[src/engine_pkg.sv]
// ALU engine shared definitions
`default_nettype none

package engine_pkg;

  // --------------------------------------------------------------------------
  // Packet geometry
  // --------------------------------------------------------------------------

  // Register map below assumes four fields
  localparam int ENGINE_PACKET_DATA_NUM_FIELDS = 4;
  localparam int ENGINE_FIELD_WIDTH            = 32;

  // Per-field sequence state
  typedef enum logic [1:0] {
    SEQUENCE_INVALID = 2'b00,
    SEQUENCE_RUNNING = 2'b01,
    SEQUENCE_DONE    = 2'b10,
    SEQUENCE_END     = 2'b11
  } sequence_state_t;

  // ALU opcodes, 6 and 7 undefined
  typedef enum logic [2:0] {
    ALU_NOP = 3'd0,
    ALU_ADD = 3'd1,
    ALU_SUB = 3'd2,
    ALU_MUL = 3'd3,
    ALU_ACC = 3'd4,
    ALU_DIV = 3'd5
  } alu_operation_t;

  // Fields in the upper bits, states in the lower bits (136 bits)
  typedef struct packed {
    logic [ENGINE_PACKET_DATA_NUM_FIELDS-1:0][ENGINE_FIELD_WIDTH-1:0] field;
    sequence_state_t [ENGINE_PACKET_DATA_NUM_FIELDS-1:0]              field_state;
  } EnginePacketData;

  // --------------------------------------------------------------------------
  // Configuration
  // --------------------------------------------------------------------------

  typedef struct packed {
    // One row per lane, one bit per source field
    logic [ENGINE_PACKET_DATA_NUM_FIELDS-1:0][ENGINE_PACKET_DATA_NUM_FIELDS-1:0] ops_mask;
    logic [ENGINE_PACKET_DATA_NUM_FIELDS-1:0]                                   const_mask;
    logic [ENGINE_FIELD_WIDTH-1:0]                                              const_value;
    logic [ENGINE_PACKET_DATA_NUM_FIELDS-1:0]                                   alu_mask;
    alu_operation_t                                                             alu_operation;
  } ALUOpsConfigurationParameters;

  // APB register offsets
  localparam logic [3:0] ENGINE_REG_CTRL  = 4'h0;
  localparam logic [3:0] ENGINE_REG_MASKS = 4'h4;
  localparam logic [3:0] ENGINE_REG_CONST = 4'h8;
  localparam logic [3:0] ENGINE_REG_ID    = 4'hC;

  // Read-only block identifier
  localparam logic [31:0] ENGINE_ID_VALUE = 32'h414C_5530;

endpackage : engine_pkg

`default_nettype wire

[src/engine_packet_if.sv]
// Valid/ready packet link
`default_nettype none

interface engine_packet_if #(
  parameter type payload_t = logic [7:0]
) ();

  // Beat moves when valid and ready are both high
  logic     valid;
  logic     ready;
  payload_t payload;

  // Producer side
  modport source (
    output valid,
    output payload,
    input  ready
  );

  // Consumer side, ready reflects free space
  modport sink (
    input  valid,
    input  payload,
    output ready
  );

endinterface : engine_packet_if

`default_nettype wire

[src/engine_apb_config.sv]
// ALU engine APB register block
`default_nettype none

module engine_apb_config (
  input  logic                                     ap_clk,
  input  logic                                     areset,
  input  logic [3:0]                               paddr,
  input  logic                                     psel,
  input  logic                                     penable,
  input  logic                                     pwrite,
  input  logic [31:0]                              pwdata,
  output logic [31:0]                              prdata,
  output logic                                     pready,
  output logic                                     pslverr,
  output engine_pkg::ALUOpsConfigurationParameters config_params,
  output logic                                     clear
);

  import engine_pkg::*;

  logic access;
  logic addr_ok;
  logic wr_en;

  // --------------------------------------------------------------------------
  // Access decode
  // --------------------------------------------------------------------------

  // Never stretch a transfer
  assign pready = 1'b1;
  assign access = psel & penable;

  // ID is read-only, unlisted offsets are errors
  always_comb begin
    case (paddr)
      ENGINE_REG_CTRL,
      ENGINE_REG_MASKS,
      ENGINE_REG_CONST: addr_ok = 1'b1;
      ENGINE_REG_ID:    addr_ok = !pwrite;
      default:          addr_ok = 1'b0;
    endcase
  end

  assign pslverr = access & !addr_ok;
  assign wr_en   = access & pwrite & addr_ok;

  // --------------------------------------------------------------------------
  // Register file
  // --------------------------------------------------------------------------

  always_ff @(posedge ap_clk) begin
    if (areset) begin
      config_params <= '0;
      clear         <= 1'b0;
    end else begin
      // Single-cycle pulse from CTRL bit 8
      clear <= wr_en && (paddr == ENGINE_REG_CTRL) && pwdata[8];
      if (wr_en) begin
        case (paddr)
          ENGINE_REG_CTRL: begin
            config_params.alu_operation <= alu_operation_t'(pwdata[2:0]);
            config_params.alu_mask      <= pwdata[7:4];
          end
          ENGINE_REG_MASKS: begin
            // Lane i lives in nibble i
            config_params.ops_mask   <= pwdata[15:0];
            config_params.const_mask <= pwdata[19:16];
          end
          ENGINE_REG_CONST: begin
            config_params.const_value <= pwdata;
          end
          default: begin
          end
        endcase
      end
    end
  end

  // Read data valid during the access phase
  always_comb begin
    prdata = '0;
    case (paddr)
      ENGINE_REG_CTRL: begin
        // Clear bit always reads as zero
        prdata[2:0] = config_params.alu_operation;
        prdata[7:4] = config_params.alu_mask;
      end
      ENGINE_REG_MASKS: begin
        prdata[15:0]  = config_params.ops_mask;
        prdata[19:16] = config_params.const_mask;
      end
      ENGINE_REG_CONST: prdata = config_params.const_value;
      ENGINE_REG_ID:    prdata = ENGINE_ID_VALUE;
      default:          prdata = '0;
    endcase
  end

endmodule : engine_apb_config

`default_nettype wire

[src/engine_alu_ops_kernel.sv]
// ALU engine lane routing and arithmetic pipeline
`default_nettype none

module engine_alu_ops_kernel (
  input  logic                                     ap_clk,
  input  logic                                     areset,
  input  logic                                     clear,
  input  engine_pkg::ALUOpsConfigurationParameters config_params_in,
  input  logic                                     data_valid,
  input  engine_pkg::EnginePacketData              data_in,
  output logic                                     valid_out,
  output engine_pkg::EnginePacketData              result_out
);

  import engine_pkg::*;

  localparam int N     = ENGINE_PACKET_DATA_NUM_FIELDS;
  localparam int IDX_W = $clog2(N);

  // Stage 1 registers
  EnginePacketData ops_s1;
  EnginePacketData org_s1;
  logic [N-1:0]    alu_mask_s1;
  alu_operation_t  alu_op_s1;
  logic            valid_s1;

  // Stage 2 registers
  logic [ENGINE_FIELD_WIDTH-1:0] result_s2;
  EnginePacketData               org_s2;
  logic                          valid_s2;

  // Selected lanes
  logic                          pair_hit;
  logic [IDX_W-1:0]              pair_idx;
  logic                          acc_hit;
  logic [IDX_W-1:0]              acc_idx;
  logic [ENGINE_FIELD_WIDTH-1:0] lane_a;
  logic [ENGINE_FIELD_WIDTH-1:0] lane_b;

  // Valid tags follow the data through all three stages
  always_ff @(posedge ap_clk) begin
    if (areset) begin
      valid_s1  <= 1'b0;
      valid_s2  <= 1'b0;
      valid_out <= 1'b0;
    end else begin
      valid_s1  <= data_valid;
      valid_s2  <= valid_s1;
      valid_out <= valid_s2;
    end
  end

  // --------------------------------------------------------------------------
  // Stage 1: operand and original lanes
  // --------------------------------------------------------------------------

  always_ff @(posedge ap_clk) begin
    alu_mask_s1 <= config_params_in.alu_mask;
    alu_op_s1   <= config_params_in.alu_operation;
    for (int i = 0; i < N; i++) begin
      // Constant wins over routing
      if (config_params_in.const_mask[i]) begin
        ops_s1.field[i]       <= config_params_in.const_value;
        ops_s1.field_state[i] <= SEQUENCE_RUNNING;
      end else begin
        ops_s1.field[i]       <= '0;
        ops_s1.field_state[i] <= SEQUENCE_INVALID;
        // Later assignment wins, so the highest set bit picks the field
        for (int j = 0; j < N; j++) begin
          if (config_params_in.ops_mask[i][j]) begin
            ops_s1.field[i]       <= data_in.field[j];
            ops_s1.field_state[i] <= data_in.field_state[j];
          end
        end
      end
      // Empty row keeps the field in place
      org_s1.field[i]       <= data_in.field[i];
      org_s1.field_state[i] <= data_in.field_state[i];
      for (int j = 0; j < N; j++) begin
        if (config_params_in.ops_mask[i][j]) begin
          org_s1.field[i]       <= data_in.field[j];
          org_s1.field_state[i] <= data_in.field_state[j];
        end
      end
    end
  end

  // --------------------------------------------------------------------------
  // Stage 2: ALU
  // --------------------------------------------------------------------------

  // Highest mask bit selects the lane
  always_comb begin
    pair_hit = 1'b0;
    pair_idx = '0;
    acc_hit  = 1'b0;
    acc_idx  = '0;
    for (int i = 0; i < N; i++) begin
      if (alu_mask_s1[i]) begin
        acc_hit = 1'b1;
        acc_idx = IDX_W'(i);
        // Pair ops need a right-hand neighbour
        if (i < N - 1) begin
          pair_hit = 1'b1;
          pair_idx = IDX_W'(i);
        end
      end
    end
    lane_a = ops_s1.field[pair_idx];
    lane_b = ops_s1.field[pair_idx + 1'b1];
  end

  // Result doubles as the accumulator, so it only moves on valid beats
  always_ff @(posedge ap_clk) begin
    if (areset || clear) begin
      result_s2 <= '0;
    end else if (valid_s1) begin
      case (alu_op_s1)
        ALU_ADD: if (pair_hit) result_s2 <= lane_a + lane_b;
        ALU_SUB: begin
          // Absolute difference
          if (pair_hit) begin
            result_s2 <= (lane_a > lane_b) ? lane_a - lane_b : lane_b - lane_a;
          end
        end
        // Low half of the product
        ALU_MUL: if (pair_hit) result_s2 <= lane_a * lane_b;
        ALU_ACC: if (acc_hit) result_s2 <= result_s2 + ops_s1.field[acc_idx];
        ALU_NOP,
        ALU_DIV: result_s2 <= ops_s1.field[0];
        default: result_s2 <= ops_s1.field[0];
      endcase
    end
  end

  always_ff @(posedge ap_clk) begin
    org_s2 <= org_s1;
  end

  // --------------------------------------------------------------------------
  // Stage 3: output packet
  // --------------------------------------------------------------------------

  // Field 0 keeps the original state of field 0
  always_ff @(posedge ap_clk) begin
    result_out          <= org_s2;
    result_out.field[0] <= result_s2;
  end

endmodule : engine_alu_ops_kernel

`default_nettype wire

[src/engine_packet_fifo.sv]
// Synchronous packet FIFO
`default_nettype none

module engine_packet_fifo #(
  parameter type payload_t  = logic [7:0],
  parameter int  FIFO_DEPTH = 4
) (
  input  logic                               ap_clk,
  input  logic                               areset,
  engine_packet_if.sink                      wr,
  output logic                               rd_valid,
  input  logic                               rd_ready,
  output payload_t                           rd_data,
  output logic [$clog2(FIFO_DEPTH+1)-1:0]    free_count
);

  localparam int PTR_W = (FIFO_DEPTH > 1) ? $clog2(FIFO_DEPTH) : 1;
  localparam int CNT_W = $clog2(FIFO_DEPTH + 1);

  payload_t         mem [FIFO_DEPTH];
  logic [PTR_W-1:0] wr_ptr;
  logic [PTR_W-1:0] rd_ptr;
  logic [CNT_W-1:0] count;
  logic             wr_en;
  logic             rd_en;

  // Full flag drives the write-side ready
  assign wr.ready   = (count != CNT_W'(FIFO_DEPTH));
  assign wr_en      = wr.valid & wr.ready;
  assign rd_valid   = (count != '0);
  assign rd_en      = rd_valid & rd_ready;
  assign free_count = CNT_W'(FIFO_DEPTH) - count;

  // Head entry comes straight out of the storage flops
  assign rd_data = mem[rd_ptr];

  always_ff @(posedge ap_clk) begin
    if (wr_en) begin
      mem[wr_ptr] <= wr.payload;
    end
  end

  // --------------------------------------------------------------------------
  // Pointers and occupancy
  // --------------------------------------------------------------------------

  always_ff @(posedge ap_clk) begin
    if (areset) begin
      wr_ptr <= '0;
      rd_ptr <= '0;
      count  <= '0;
    end else begin
      // Wrap explicitly, depth need not be a power of two
      if (wr_en) begin
        wr_ptr <= (wr_ptr == PTR_W'(FIFO_DEPTH - 1)) ? '0 : wr_ptr + 1'b1;
      end
      if (rd_en) begin
        rd_ptr <= (rd_ptr == PTR_W'(FIFO_DEPTH - 1)) ? '0 : rd_ptr + 1'b1;
      end
      case ({wr_en, rd_en})
        2'b10:   count <= count + 1'b1;
        2'b01:   count <= count - 1'b1;
        default: count <= count;
      endcase
    end
  end

endmodule : engine_packet_fifo

`default_nettype wire

[src/engine_alu_ops_stage.sv]
// ALU engine stage with credit flow control
`default_nettype none

module engine_alu_ops_stage #(
  parameter int FIFO_DEPTH = 4
) (
  input  logic                                     ap_clk,
  input  logic                                     areset,
  input  logic                                     clear,
  input  engine_pkg::ALUOpsConfigurationParameters config_params,
  input  logic                                     in_valid,
  output logic                                     in_ready,
  input  engine_pkg::EnginePacketData              in_data,
  output logic                                     out_valid,
  input  logic                                     out_ready,
  output engine_pkg::EnginePacketData              out_data
);

  import engine_pkg::*;

  localparam int CNT_W = $clog2(FIFO_DEPTH + 1);

  logic [CNT_W-1:0] free_count;
  logic [CNT_W-1:0] in_flight;
  logic             ready_en;
  logic             accept;

  // Kernel output toward the FIFO write port
  engine_packet_if #(.payload_t(EnginePacketData)) kernel_if ();

  // --------------------------------------------------------------------------
  // Credit check
  // --------------------------------------------------------------------------

  // Holds ready low through reset
  always_ff @(posedge ap_clk) begin
    if (areset) begin
      ready_en <= 1'b0;
    end else begin
      ready_en <= 1'b1;
    end
  end

  // Every packet inside the kernel already owns a FIFO slot
  assign in_ready = ready_en && (free_count > in_flight);
  assign accept   = in_valid && in_ready;

  // Up on accept, down when the kernel hands a packet to the FIFO
  always_ff @(posedge ap_clk) begin
    if (areset) begin
      in_flight <= '0;
    end else begin
      in_flight <= in_flight + CNT_W'(accept) - CNT_W'(kernel_if.valid);
    end
  end

  // --------------------------------------------------------------------------
  // Datapath
  // --------------------------------------------------------------------------

  engine_alu_ops_kernel u_kernel (
    .ap_clk           (ap_clk),
    .areset           (areset),
    .clear            (clear),
    .config_params_in (config_params),
    .data_valid       (accept),
    .data_in          (in_data),
    .valid_out        (kernel_if.valid),
    .result_out       (kernel_if.payload)
  );

  // Output skid buffer
  engine_packet_fifo #(
    .payload_t  (EnginePacketData),
    .FIFO_DEPTH (FIFO_DEPTH)
  ) u_fifo (
    .ap_clk     (ap_clk),
    .areset     (areset),
    .wr         (kernel_if.sink),
    .rd_valid   (out_valid),
    .rd_ready   (out_ready),
    .rd_data    (out_data),
    .free_count (free_count)
  );

endmodule : engine_alu_ops_stage

`default_nettype wire

[src/engine_alu_ops_top.sv]
// ALU engine top level
`default_nettype none

module engine_alu_ops_top #(
  parameter int FIFO_DEPTH = 4
) (
  input  logic         ap_clk,
  input  logic         areset,
  // APB slave
  input  logic [3:0]   paddr,
  input  logic         psel,
  input  logic         penable,
  input  logic         pwrite,
  input  logic [31:0]  pwdata,
  output logic [31:0]  prdata,
  output logic         pready,
  output logic         pslverr,
  // Packet input
  input  logic         in_valid,
  output logic         in_ready,
  input  logic [127:0] in_fields,
  input  logic [7:0]   in_states,
  // Packet output
  output logic         out_valid,
  input  logic         out_ready,
  output logic [127:0] out_fields,
  output logic [7:0]   out_states
);

  import engine_pkg::*;

  ALUOpsConfigurationParameters config_params;
  logic                         clear;
  EnginePacketData              in_data;
  EnginePacketData              out_data;

  // Flat ports follow the struct layout, fields above states
  assign in_data                  = {in_fields, in_states};
  assign {out_fields, out_states} = out_data;

  engine_apb_config u_config (
    .ap_clk        (ap_clk),
    .areset        (areset),
    .paddr         (paddr),
    .psel          (psel),
    .penable       (penable),
    .pwrite        (pwrite),
    .pwdata        (pwdata),
    .prdata        (prdata),
    .pready        (pready),
    .pslverr       (pslverr),
    .config_params (config_params),
    .clear         (clear)
  );

  engine_alu_ops_stage #(
    .FIFO_DEPTH (FIFO_DEPTH)
  ) u_stage (
    .ap_clk        (ap_clk),
    .areset        (areset),
    .clear         (clear),
    .config_params (config_params),
    .in_valid      (in_valid),
    .in_ready      (in_ready),
    .in_data       (in_data),
    .out_valid     (out_valid),
    .out_ready     (out_ready),
    .out_data      (out_data)
  );

endmodule : engine_alu_ops_top

`default_nettype wire

[config.mk]
export PLATFORM = sky130hd
export DESIGN_NAME = engine_alu_ops_top
export DESIGN_NICKNAME = d
export VERILOG_FILES = /design/src/engine_pkg.sv /design/src/engine_packet_if.sv /design/src/engine_apb_config.sv /design/src/engine_alu_ops_kernel.sv /design/src/engine_packet_fifo.sv /design/src/engine_alu_ops_stage.sv /design/src/engine_alu_ops_top.sv
export SDC_FILE = /design/constraint.sdc
export NUM_CORES = 2
export LEC_CHECK = 0
export BUFFER_PORTS_ARGS = -buffer_cell sky130_fd_sc_hd__buf_4
export CORE_MARGIN = 10
export CORE_UTILIZATION = 56
export DETAILED_ROUTE_END_ITERATION = 12
export MAX_ROUTING_LAYER = met4
export PLACE_DENSITY = 0.76
export SLEW_MARGIN = 15
export SYNTH_ARGS = -nofsm -noshare
export SYNTH_HDL_FRONTEND = slang
export SYNTH_SLANG_ARGS = --single-unit
[constraint.sdc]
create_clock -name ap_clk -period 16.9 [get_ports ap_clk]
set_input_delay 3.38 -clock ap_clk [delete_from_list [all_inputs] [get_ports ap_clk]]
set_output_delay 3.38 -clock ap_clk [all_outputs]
set_load 0.01 [all_outputs]
==> impl_metrics.json <==
{
  "rows": 123,
  "setup_viol": 0,
  "drtPass1Iterations": 8,
  "ant_nets": 1,
  "cp_common_cell": "fa_1",
  "ys_ff_latch": 1131,
  "root_buffer": "clkbuf_16",
  "crit_fanout": 79,
  "port-buffer-count": 349,
  "sequentialPowerShare_pct": 49.2,
  "cp-start-kind": "flop",
  "routed-via-count": 51630,
  "synth_area_leaders": "edfxtp_1 (26%), dfxtp_1 (18%), fa_1 (13%), ha_1 (5.1%), mux4_2 (4.8%)",
  "timing.final.ws_setup_ns": 6.725,
  "cts_tree": "done",
  "antenna_found_initial": 75,
  "drt_iter0_drc": 7479,
  "die_area_um2": 128300,
  "drive_gt1_share_pct": 14.17,
  "clock_latency_ns": 0.76,
  "post_layout_nonfiller_instances": 7924,
  "grt_pass1_wl_um": 357200,
  "synthDistinctLibCells": 98,
  "wl_per_cell_um": 31.66,
  "gp_congestion": 1.097,
  "p_switching_w": 0.001518,
  "synth_nets": 6882,
  "fin_crit_ns": 10.18,
  "hold_buffers": 0,
  "cts.reportedPaths.clkPinSlew_ns": 0.07,
  "power_density_nw_per_um2": 84.34,
  "slew_violations": 0,
  "setup_tns_ns": 0,
  "fillers": 9034,
  "track_usage_pct": 39.85,
  "ios": 351,
  "die_y_um": 358.1,
  "worst_ir_drop_vdd_mv": 0.1012,
  "worstSetupPathType": "reg -> reg",
  "grt_max_degree": 80,
  "r2r_cells": 29,
  "power_leakage_nw": 28.34,
  "multiInputGateArea_um2": 32640,
  "whs_ns": 0.2751,
  "p_clk_share_pct": 41.7,
  "rsz0062_at_grt": "false",
  "min_path_type": "reg -> reg",
  "place_ws_ns": 6.901,
  "cts_buffers": 108,
  "worst_pin_slew_ns": 1.367,
  "max_slew_margin_pct": 7.872,
  "skew_ns": 0.1052,
  "grt_pass1_vias": 49930,
  "combPwrFrac_pct": 9.1,
  "syn_inst": 6027,
  "start_util_pct": 56.68,
  "die-width_um": 358.1,
  "fin_util_pct": 63.82,
  "fmax_ghz": 0.09828,
  "wl_um": 250900,
  "ys_seq_area_share_pct": 43.87,
  "synth_edf_count": 544,
  "fp.coreArea_um2": 113000,
  "p_int_w": 0.004563,
  "htreeDepth": 3,
  "hold_viol_final": 0,
  "clockBufferDepth": 3,
  "seq_area_um2": 28120,
  "synth_top_area_share_pct": 25.51,
  "slowest_delay_ns": 0.80,
  "synthArstFlopShare_pct": 0,
  "yosysTopAreaCell": "edfxtp_1",
  "status": "finished, violations left",
  "dp_hpwl_um": 185100,
  "cp_slowest_cell": "inv_1",
  "holdPathStages": 0,
  "cts.sinks": 1131,
  "cts_setup_buffers": 0,
  "required_ns": 17.50,
  "grt.overflow.total": 0,
  "nNetsFinal": 7119,
  "drc": 0,
  "viasPerCell": 6.515,
  "synthesis.area_um2": 64020,
  "syn-mean-instance-area_um2": 10.62,
  "dp.cells": 7654,
  "yosys_most_used_dff": "dfxtp_1",
  "violations": "antenna violations",
  "arrival_ns": 10.78,
  "yosysWarnings": 0,
  "post-route-period-util_pct": 60.21,
  "area_growth_pct": 12.60,
  "ctsResizeCount": 0,
  "swShare_pct": 24.96,
  "maxCapViolations": 0,
  "cp-end-kind": "flop"
}
## cell usage after synthesis (all sizes together), types with 16 or more instances
cell type	n
a22oi	110
edfxtp	544
a31oi	16
a21oi	446
a21o	37
nor4	17
xnor2	101
nor3	33
o31a	38
o21a	20
nor2b	67
o21ai	242
o211ai	20
mux2	21
xor2	32
nand3	25
inv	533
a211oi	116
clkbuf	255
ha	262
a221oi	21
mux4	136
mux2i	156
fa	414
and2	44
o31ai	55
nand2b	21
o21bai	29
nor2	684
dfxtp	587
buf	84
nand2	681
## worst paths after layout
kind / from / endpoint / slack, ns
min: u_stage.u_kernel.org_s1[111] / u_stage.u_kernel.org_s2[111] / 0.28
max reg2reg: u_stage.u_kernel.alu_mask_s1[2] / u_stage.u_kernel.result_s2[31] / 6.72
min reg2reg: u_stage.u_kernel.org_s1[111] / u_stage.u_kernel.org_s2[111] / 0.28
max: u_stage.u_kernel.alu_mask_s1[2] / u_stage.u_kernel.result_s2[31] / 6.72
## flip-flops by register name, indices dropped and copies added, names as in the netlist, named ones only
register / count
u_config.clear: 1
u_stage.u_fifo.wr_ptr: 2
u_stage.u_fifo.mem: 544
u_stage.u_fifo.rd_ptr: 2
u_stage.u_kernel.valid_s1: 1
u_stage.u_kernel.ops_s1: 128
u_stage.u_kernel.result_s2: 32
u_stage.u_kernel.valid_s2: 1
u_stage.u_fifo.count: 3
u_stage.u_kernel.valid_out: 1
u_stage.u_kernel.alu_mask_s1: 4
u_stage.u_kernel.result_out: 136
u_stage.u_kernel.alu_op_s1: 3
u_stage.in_flight: 3
u_stage.u_kernel.org_s2: 104
u_stage.u_kernel.org_s1: 104
u_config.config_params: 59
u_stage.ready_en: 1
## cell usage in the layout, fill, tap and decap left out, types with 31 or more instances in the layout
master,count
a211oi_1,115
a21o_1,36
a21oi_1,445
a22oi_1,109
and2_1,40
buf_4,466
clkbuf_16,111
dfxtp_1,569
diode_2,65
edfxtp_1,544
fa_1,414
ha_1,262
inv_1,512
mux2i_1,155
mux4_2,136
nand2_1,679
nor2_1,679
nor2b_1,64
nor3_1,31
o21ai_0,183
o21ai_1,36
o31a_1,38
o31ai_1,54
xnor2_1,100
xor2_1,32
## layer usage
layer	share of wire (%)	GRT usage, %	up-vias
met4	6.8	22.50	0
met2	43	56.07	3788
li1	-	-	21330
met5	0	-	-
met1	37	51.49	25690
met3	13	11.35	820
## final cells by class
cell class | instances | area share, %
tap | 1500 | 2.603
clock buffer | 158 | 4.367
antenna | 65 | 0.2256
multi-input combinational | 4017 | 45.27
inverter | 540 | 2.812
timing repair buffer | 466 | 4.853
clock inverter | 47 | 0.8626
sequential | 1131 | 39.01
## stage by stage
step / instance area, um2 / total power [W]
after CTS: 71930 / 0.006078
after floorplan: 64020 / 0.003314
after global routing: 72070 / 0.006223
after detailed placement: 68160 / 0.003580
final: 72090 / 0.006081
after global placement: 68160 / 0.003574
## cells by family (layout without fill, tap and decap cells)
group           Yosys count  count (layout)  synth area share (%)
flops                  1131            1131                 43.87
fa+ha+maj               676             676                 18.07
other cells               1              66              0.005857
simple gates           1628            1628                 10.60
mux                     313             313                 7.610
compound gates         1265            1265                 12.69
buf+inv                 879            1211                 5.302
xor+xnor                134             134                 1.855
## critical path, delay by kind of cell, from the launching register on
family	cells	cell delay, ns
AO/OA/AOI/OAI	7	2.11
AND/OR/NAND/NOR	6	0.90
flip-flops	1	0.60
buffers and inverters	6	1.80
adder cells (fa/ha/maj)	9	4.45
XOR/XNOR	1	0.14
## power groups by stage
stage               registers [W]  logic, W  clock network, W
finish                    0.00299  0.000555           0.00254
floorplan                 0.00302  0.000298                 0
global route              0.00299  0.000574           0.00265
detailed placement        0.00304  0.000536                 0
CTS                       0.00299  0.000539           0.00255
global placement          0.00304  0.000535                 0
Note: power is estimated with default switching activity, not from simulation.
